--- src/design/alu_pkg.sv ---
package alu_pkg;

  localparam int data_w = 64;

  typedef logic [data_w-1:0] data_t;

  typedef enum logic [3:0] {
    kind_add,
    kind_sub,
    kind_and,
    kind_or,
    kind_xor,
    kind_mov,
    kind_zxt,
    kind_sxt,
    kind_cmov,
    kind_cset
  } alu_kind_e;

  typedef enum logic [1:0] {
    size_16,
    size_32,
    size_64
  } alu_size_e;

  // flag conditions, same order as the jump comparator
  typedef enum logic [3:0] {
    z, nz, s, ns,
    ugt, ule, uge, ult,
    sgt, sle, sge, slt,
    o, no, p, np
  } cond_e;

  typedef struct packed {
    alu_kind_e kind;
    alu_size_e size;
    cond_e     cond;
    logic      sets_flags;
  } alu_op_t;

  typedef struct packed {
    logic c;
    logic o;
    logic a;
    logic s;
    logic z;
    logic p;
  } flags_t;

  typedef struct packed {
    logic c4;  // raw carries out of the chain
    logic c16;
    logic c32;
    logic c64;
    logic v16; // signed overflow per width
    logic v32;
    logic v64;
  } add_status_t;

  // 16-bit writes keep the upper part of the destination
  function automatic data_t merge_width(input data_t res, input data_t a, input alu_size_e size);
    data_t m;
    case (size)
      size_16: m = {a[63:16], res[15:0]};
      size_32: m = {32'b0, res[31:0]};
      default: m = res;
    endcase
    return m;
  endfunction

endpackage

--- src/design/alu_adder.sv ---
`timescale 1ns/100ps

module alu_adder (
  input  alu_pkg::data_t       a,
  input  alu_pkg::data_t       b,
  input  logic                 sub,
  output alu_pkg::data_t       sum,
  output alu_pkg::add_status_t status
);
  import alu_pkg::*;

  data_t       bx;
  logic [4:0]  s0;
  logic [12:0] s1;
  logic [16:0] s2;
  logic [32:0] s3;

  assign bx = sub ? ~b : b; // a - b as a + ~b + 1

  // one chain, split where the carries are tapped
  assign s0 = {1'b0, a[3:0]} + {1'b0, bx[3:0]} + {4'b0, sub};
  assign s1 = {1'b0, a[15:4]} + {1'b0, bx[15:4]} + {12'b0, s0[4]};
  assign s2 = {1'b0, a[31:16]} + {1'b0, bx[31:16]} + {16'b0, s1[12]};
  assign s3 = {1'b0, a[63:32]} + {1'b0, bx[63:32]} + {32'b0, s2[16]};

  assign sum = {s3[31:0], s2[15:0], s1[11:0], s0[3:0]};

  assign status.c4  = s0[4];
  assign status.c16 = s1[12];
  assign status.c32 = s2[16];
  assign status.c64 = s3[32];

  // same operand signs, result sign differs
  assign status.v16 = (a[15] == bx[15]) && (sum[15] != a[15]);
  assign status.v32 = (a[31] == bx[31]) && (sum[31] != a[31]);
  assign status.v64 = (a[63] == bx[63]) && (sum[63] != a[63]);

endmodule

--- src/design/alu_cond_eval.sv ---
`timescale 1ns/100ps

module alu_cond_eval (
  input  alu_pkg::flags_t flags,
  input  alu_pkg::cond_e  cond,
  output logic            taken
);
  import alu_pkg::*;

  logic sxo;

  assign sxo = flags.s ^ flags.o; // signed less than

  always_comb begin
    case (cond)
      z:       taken = flags.z;
      nz:      taken = ~flags.z;
      s:       taken = flags.s;
      ns:      taken = ~flags.s;
      ugt:     taken = ~(flags.c | flags.z);
      ule:     taken = flags.c | flags.z;
      uge:     taken = ~flags.c;
      ult:     taken = flags.c;
      sgt:     taken = ~(sxo | flags.z);
      sle:     taken = sxo | flags.z;
      sge:     taken = ~sxo;
      slt:     taken = sxo;
      o:       taken = flags.o;
      no:      taken = ~flags.o;
      p:       taken = flags.p;
      default: taken = ~flags.p; // np
    endcase
  end

endmodule

--- src/design/alu_logic_move.sv ---
`timescale 1ns/100ps

module alu_logic_move (
  input  alu_pkg::alu_op_t op,
  input  alu_pkg::data_t   a,
  input  alu_pkg::data_t   b,
  input  logic             taken,
  output alu_pkg::data_t   res
);
  import alu_pkg::*;

  data_t zxt_val;
  data_t sxt_val;

  // extension source width comes from size
  always_comb begin
    case (op.size)
      size_16: begin
        zxt_val = {48'b0, b[15:0]};
        sxt_val = {{48{b[15]}}, b[15:0]};
      end
      size_32: begin
        zxt_val = {32'b0, b[31:0]};
        sxt_val = {{32{b[31]}}, b[31:0]};
      end
      default: begin
        zxt_val = b;
        sxt_val = b;
      end
    endcase
  end

  always_comb begin
    case (op.kind)
      kind_and:  res = merge_width(a & b, a, op.size);
      kind_or:   res = merge_width(a | b, a, op.size);
      kind_xor:  res = merge_width(a ^ b, a, op.size);
      kind_mov:  res = merge_width(b, a, op.size);
      kind_zxt:  res = zxt_val;
      kind_sxt:  res = sxt_val;
      kind_cmov: res = merge_width(taken ? b : a, a, op.size);
      kind_cset: res = {63'b0, taken}; // full width, no merge
      default:   res = '0; // arithmetic goes through the adder
    endcase
  end

endmodule

--- src/design/alu_result_stage.sv ---
`timescale 1ns/100ps

module alu_result_stage (
  input  logic                 clk,
  input  logic                 rst,
  input  logic                 en,
  input  alu_pkg::alu_op_t     op,
  input  alu_pkg::data_t       a,
  input  alu_pkg::data_t       sum,
  input  alu_pkg::add_status_t add_status,
  input  alu_pkg::data_t       move_res,
  output logic                 res_valid,
  output alu_pkg::data_t       res,
  output alu_pkg::flags_t      flags,
  output logic                 flags_valid
);
  import alu_pkg::*;

  data_t       sel_res;
  data_t       res_q;
  alu_op_t     op_q;
  add_status_t status_q;
  logic        valid_q;
  logic        arith_q;
  logic        logic_q;
  logic        sub_q;
  logic        sign_w;
  logic        zero_w;
  logic        carry_w;
  logic        ovf_w;
  logic        parity;

  assign sel_res = (op.kind == kind_add || op.kind == kind_sub) ?
                   merge_width(sum, a, op.size) : move_res;

  always_ff @(posedge clk) begin
    if (rst) begin
      valid_q  <= 1'b0;
      res_q    <= '0;
      op_q     <= '0;
      status_q <= '0;
    end else begin
      valid_q  <= en;
      res_q    <= sel_res;
      op_q     <= op;
      status_q <= add_status;
    end
  end

  assign arith_q = (op_q.kind == kind_add) || (op_q.kind == kind_sub);
  assign logic_q = (op_q.kind == kind_and) || (op_q.kind == kind_or) ||
                   (op_q.kind == kind_xor);
  assign sub_q   = (op_q.kind == kind_sub); // borrow is inverted carry
  assign parity  = ~^res_q[7:0];            // low byte only

  // pick flags at the operation width
  always_comb begin
    case (op_q.size)
      size_16: begin
        sign_w  = res_q[15];
        zero_w  = (res_q[15:0] == 16'b0);
        carry_w = status_q.c16;
        ovf_w   = status_q.v16;
      end
      size_32: begin
        sign_w  = res_q[31];
        zero_w  = (res_q[31:0] == 32'b0);
        carry_w = status_q.c32;
        ovf_w   = status_q.v32;
      end
      default: begin
        sign_w  = res_q[63];
        zero_w  = (res_q == '0);
        carry_w = status_q.c64;
        ovf_w   = status_q.v64;
      end
    endcase
  end

  always_comb begin
    if (valid_q && arith_q)
      flags = '{c: carry_w ^ sub_q, o: ovf_w, a: status_q.c4 ^ sub_q,
                s: sign_w, z: zero_w, p: parity};
    else if (valid_q && logic_q)
      flags = '{c: 1'b0, o: 1'b0, a: 1'b0, s: sign_w, z: zero_w, p: parity};
    else
      flags = '0; // moves and idle cycles
  end

  assign res_valid   = valid_q;
  assign res         = res_q;
  assign flags_valid = valid_q && op_q.sets_flags && (arith_q || logic_q);

endmodule

--- src/design/alu_top.sv ---
`timescale 1ns/100ps

module alu_top (
  input  logic             clk,
  input  logic             rst,
  input  logic             en,
  input  alu_pkg::alu_op_t op,
  input  alu_pkg::data_t   a,
  input  alu_pkg::data_t   b,
  input  alu_pkg::flags_t  flags_in,
  output logic             res_valid,
  output alu_pkg::data_t   res,
  output alu_pkg::flags_t  flags,
  output logic             flags_valid
);
  import alu_pkg::*;

  data_t       sum;
  add_status_t add_status;
  data_t       move_res;
  logic        taken;
  logic        sub;

  assign sub = (op.kind == kind_sub);

  alu_adder u_adder (
    .a      (a),
    .b      (b),
    .sub    (sub),
    .sum    (sum),
    .status (add_status)
  );

  // condition checked against the current architectural flags
  alu_cond_eval u_cond (.flags(flags_in), .cond(op.cond), .taken(taken));

  alu_logic_move u_logic (.op(op), .a(a), .b(b), .taken(taken), .res(move_res));

  alu_result_stage u_result (
    .clk(clk), .rst(rst), .en(en), .op(op), .a(a),
    .sum(sum), .add_status(add_status), .move_res(move_res),
    .res_valid(res_valid), .res(res), .flags(flags), .flags_valid(flags_valid)
  );

endmodule

--- config.mk ---
export PLATFORM = sky130hd
export DESIGN_NAME = alu_top
export DESIGN_NICKNAME = d
export VERILOG_FILES = /design/src/design/alu_pkg.sv /design/src/design/alu_adder.sv /design/src/design/alu_cond_eval.sv /design/src/design/alu_logic_move.sv /design/src/design/alu_result_stage.sv /design/src/design/alu_top.sv
export SDC_FILE = /design/constraint.sdc
export NUM_CORES = 1
export LEC_CHECK = 0
export BUFFER_PORTS_ARGS = -buffer_cell sky130_fd_sc_hd__buf_4
export CAP_MARGIN = 0
export CORE_MARGIN = 10
export CORE_UTILIZATION = 30
export CTS_CLUSTER_DIAMETER = 50
export CTS_CLUSTER_SIZE = 14
export DETAILED_ROUTE_END_ITERATION = 8
export SLEW_MARGIN = 0
export SYNTH_ARGS = -nofsm -noshare
export SYNTH_HDL_FRONTEND = slang
export SYNTH_SLANG_ARGS = --single-unit
--- constraint.sdc ---
create_clock -name clk -period 16.7 [get_ports clk]
set_clock_uncertainty 0.1 [all_clocks]
set_input_delay 0.835 -clock clk [delete_from_list [all_inputs] [get_ports clk]]
set_output_delay 0.835 -clock clk [all_outputs]
set_load 0.1 [all_outputs]
; ---- After elaboration in Yosys (flattened, before gate mapping)
; Cells that the tools add are included.
[op_classes]
n_addsub = 8
n_eq_ne = 35
muxes = 19
n_bitwise = 17
reduce_logical = 21
[op_table]
columns = operator, count
row1 = $pmux 64 s2, 8
row2 = $pmux 64 s8, 1
row3 = $mux 64, 3
row4 = $and 64x64->64, 1
row5 = $logic_not 64->1, 1
row6 = $not 64->64, 1
row7 = $or 64x64->64, 1
row8 = $xor 64x64->64, 1
row9 = $eq 4x3->1 const B, 9
row10 = $eq 4x4->1 const B, 9
row11 = $add 32x32->33, 1
row12 = $add 33x1->33, 1
row13 = $logic_not 32->1, 1
row14 = $eq 4x2->1 const B, 6
row15 = $add 16x16->17, 1
row16 = $add 17x1->17, 1
row17 = $logic_not 16->1, 1
row18 = $pmux 1 s15, 1
row19 = $add 12x12->13, 1
row20 = $add 13x1->13, 1
row21 = $eq 4x1->1 const B, 3
row22 = $logic_not 4->1, 3
row23 = $not 1->1, 8
row24 = $pmux 1 s2, 4
row25 = other kinds (13), 32
[totals]
ff_bits = 79
input_bits = 148
output_inout_bits = 72
elab_cells = 112

; ---- Longest topological paths before layout
[logic_depth]
ltp_word = 9
mapped_depth = 43
ltp_nobuf = 42

; ---- Modules after synthesis
; A second synthesis with hierarchy kept.
[unflattened]
hier_cells = 1754
area_unflattened_um2 = 13152.6
[by_module_without_submodules]
columns = module, n_inst, cells_each, area_each_um2, seq_area_each_um2
row1 = alu_logic_move, 1, 876, 6128.4, 0.0
row2 = alu_adder, 1, 469, 3529.6, 0.0
row3 = alu_result_stage, 1, 397, 3397.0, 1581.5
row4 = alu_cond_eval, 1, 11, 82.6, 0.0
row5 = alu_top, 1, 1, 15.0, 0.0

; ---- Worst setup path after synthesis
; OpenSTA, ideal clock, no wires.
[synth_path]
kind = in2reg
start = input op[8] (netlist bit)
end = register u_result.res_q[63] (netlist: u_result.res[63])
setup_time_ns = 0.130
arrival_ns = 9.026
t_required_ns = 16.470
setup_slack_ns = 7.443
cell_stages = 40
path_buffers = 2
cell_sequence = nor3_1 and2_1 clkbuf_1 buf_1 xnor2_1 ha_1 a21o_1 a21oi_1 fa_1 fa_1 nor2b_1 o21ai_0 a21boi_0 o21ai_0 a21oi_1 a31oi_1 nor2b_1 o21ai_0 [4 not listed] a21oi_1 o21ai_0 nand4_1 nand2_1 a21oi_1 o21bai_1 a211oi_1 nor2_1 fa_1 a211oi_1 o21ai_1 o311ai_1 nand3_1 a31o_1 and4_4 a2111oi_4 xor2_1 o22ai_1
[synth_lines]
columns = item, line_no
row1 = "start, declared", alu_top.sv:7  ; input alu_pkg::alu_op_t op,
row2 = "end signal, assigned", alu_result_stage.sv:44  ; res_q <= sel_res;
row3 = "end, declared", alu_result_stage.sv:20  ; data_t res_q;

==> flow_metrics.env <==
export IMPL_status="complete, no violations"
export IMPL_htreeDepth=3
export IMPL_overflow=0
export IMPL_numPlacedInstances=2277
export IMPL_critPathCaptureType="flop"
export IMPL_max_stage_delay_ns=0.60
export IMPL_cap_violations=0
export IMPL_gp_congestion=0.923
export IMPL_final_layout_size_suffix_gt1_share_pct=16.2
export IMPL_fin_util_pct=36.4
export IMPL_leakage_nw=6.57
export IMPL_cts_reportedPaths_clkPinSlew_ns=0.06
export IMPL_final_cells=2294
export IMPL_cp_start_kind="input pin"
export IMPL_num_vias=13025
export IMPL_row_count=73
export IMPL_hold_viol=0
export IMPL_num_fill_cells=4204
export IMPL_relSlewSlack_pct=16.6
export IMPL_track_usage_pct=19.3
export IMPL_crit_fanout=33
export IMPL_cp_required_ns=16.82
export IMPL_crit_slowest_cell="and2_4"
export IMPL_viasPerCell=5.68
export IMPL_critical_path_most_common_cell="fa_1"
export IMPL_place_port_buffers=218
export IMPL_power_w=0.000944
export IMPL_hold_buffers=0
export IMPL_async_flop_share_pct=0
export IMPL_wire_per_inst_um=21.3
export IMPL_grt_antenna_before_repair=5
export IMPL_die_h_um=220
export IMPL_synth_edff_count=0
export IMPL_setup_tns_ns=0
export IMPL_dpl_hpwl_um=34800
export IMPL_p_sw_share_pct=46.1
export IMPL_cts_buffers=9
export IMPL_clock_tree_root_cell="clkbuf_16"
export IMPL_setup_viol_count_final=0
export IMPL_p_clk_share_pct=23.1
export IMPL_dr_pass1_iters=7
export IMPL_grt_max_degree=72
export IMPL_drv_slew=0
export IMPL_fin_crit_sh_pct=62.2
export IMPL_p_comb_share_pct=54.2
export IMPL_yosys_warnings=0
export IMPL_worstSetupPathType="in2reg"
export IMPL_drtIter0Drc=969
export IMPL_die_w_um=220
export IMPL_syn_area_sq_um=12000
export IMPL_place_area_sq_um=14100
export IMPL_synth_net_count=1959
export IMPL_grt_pass1_vias=12699
export IMPL_cts_repair_resized=0
export IMPL_final_area_sq_um=14400
export IMPL_ys_seq_elements=79
export IMPL_coreArea_sq_um=39600
export IMPL_boundaryPins=220
export IMPL_drc_errors=0
export IMPL_syn2layout_area_growth_pct=20.2
export IMPL_period_minus_slack_ns=10.39
export IMPL_p_sw_w=0.000435
export IMPL_grt_pass1_wl_um=73200
export IMPL_cts_tree="yes"
export IMPL_ys_flop_type="dfxtp_1"
export IMPL_ant_nets=0
export IMPL_worstPathArrival_ns=10.51
export IMPL_final_net_count=2110
export IMPL_synth_seq_area_share_pct=13.2
export IMPL_peakVddDrop_mv=0.0444
export IMPL_cts_buffer_depth=2
export IMPL_post_synth_inst_count=1612
export IMPL_rsz0062_at_grt="false"
export IMPL_power_density_nw_per_um2=65.4
export IMPL_synth_distinct_cells=79
export IMPL_dieArea_sq_um=48400
export IMPL_syn_avg_cell_area_sq_um=7.45
export IMPL_drt_wl_total_um=48900
export IMPL_initial_core_util_pct=30.3
export IMPL_cts_sinks=79
export IMPL_fmax_mhz=96.3
export IMPL_tightestPinTransition_ns=1.25
export IMPL_intPower_w=0.000508
export IMPL_power_share_sequential_pct=22.7
export IMPL_postCtsSetupBuffers=0
export IMPL_hold_class="in2reg"
==> routing by layer <==
metal / vias to the layer above / share of wire, % / GRT usage (%)
met2: 522 / 46 / 31.8
met5: - / 0.096 / 0
met1: 6283 / 45 / 24.9
met4: 6 / 1.9 / 5.55
li1: 6144 / - / -
met3: 70 / 7.8 / 4.00
==> cell type report <==
class                           count  area (sq um)  area share, %
Antenna cell                        2          5.00         0.0347
Clock buffer                       12           256           1.78
Clock inverter                      3          42.5          0.295
Inverter                          173           649           4.50
Multi-Input combinational cell   1262          9460           65.5
Sequential cell                    79          1580           11.0
Tap cell                          525           657           4.55
Timing Repair Buffer              238          1790           12.4
==> final timing paths <==
path	startpoint	to	slack, ns	cells past startpoint
setup / recovery	op[8]	u_result.res[63]$_SDFF_PP0_	6.31	41
hold / removal	op[0]	u_result.op_q[0]$_SDFF_PP0_	0.59	2
==> kinds of logic (layout without fill, tap and decap cells) <==
group,after synthesis,in the layout,synth area share (%)
compound gates,539,539,30.5
xor+xnor,121,121,8.88
fa+ha+maj,199,199,21.2
buf+inv,271,426,8.61
flops,79,79,13.2
mux,46,46,3.85
other cells,0,2,0
simple gates,357,357,13.8
==> Yosys cell counts (15+ instances only) <==
cell type	n	share of area [%]
a211oi_1	15	0.94
a21o_1	17	1.1
a21oi_1	119	5.0
a221o_1	23	1.9
a221oi_1	48	3.5
a22oi_1	31	1.9
a31oi_1	23	1.2
clkbuf_1	80	2.5
dfxtp_1	79	13
ha_1	192	20
inv_1	172	5.4
mux2i_1	44	3.7
nand2_1	113	3.5
nand3_1	17	0.71
nor2_1	110	3.4
nor2b_1	19	0.99
nor3_1	28	1.2
nor4_1	15	0.78
o21ai_0	111	4.6
o22ai_1	35	1.8
xnor2_1	102	7.4
xor2_1	18	1.3
==> state kept, by name, indices dropped and copies added, names as in the netlist <==
register / flops
u_result.res_valid: 1
u_result.op_q: 7
u_result.res: 64
u_result.status_q: 7
==> metrics by stage <==
step	hold slack (ns)	setup WS (ns)
2_1_floorplan	0.825	7.44
3_3_place_gp	0.949	6.20
3_5_place_dp	0.954	6.14
4_1_cts	0.578	6.42
5_1_grt	0.583	5.61
6_report	0.594	6.31
==> worst max-delay path: cells and delay by family <==
kind / cells / cell delay (ns)
adder cells (fa/ha/maj): 6 / 2.09
XOR/XNOR: 2 / 0.38
AO/OA/AOI/OAI: 20 / 4.86
AND/OR/NAND/NOR: 10 / 1.97
buffers and inverters: 3 / 0.34
==> power groups by stage <==
stage	sequential (W)	combinational, W	clock, W
2_1_floorplan	0.000305	0.000273	0
3_3_place_gp	0.000219	0.000498	0
3_5_place_dp	0.000219	0.000506	0
4_1_cts	0.000215	0.000509	0.000223
5_1_grt	0.000216	0.000554	0.000229
6_report	0.000214	0.000512	0.000218
==> placed cells by master, fill, tap and decap left out, types with 5 or more instances in the layout <==
master     instances
o221ai_1           7
a221o_1           23
a221oi_1          48
o211ai_1           6
nand4_1           14
a21boi_0           5
a2bb2oi_1         12
dfxtp_1           79
nand2b_1           8
xor2_1            18
nor4_1            15
clkbuf_16          9
xnor2_1          102
a22o_1            12
nand2_1          113
nor3_1            27
mux2i_1           44
nor2b_1           18
o31ai_1            7
nand3_1           17
a31oi_1           23
inv_1            172
a22oi_1           31
a211oi_1          15
nor2_1           107
a222oi_1           7
a21o_1            17
o22ai_1           35
or3_1              7
a21oi_1          119
ha_1             192
o21ai_0          111
fa_1               7
buf_4            238
o21a_1            14
a2111oi_0          7
Note: power is estimated with default switching activity, not from simulation.
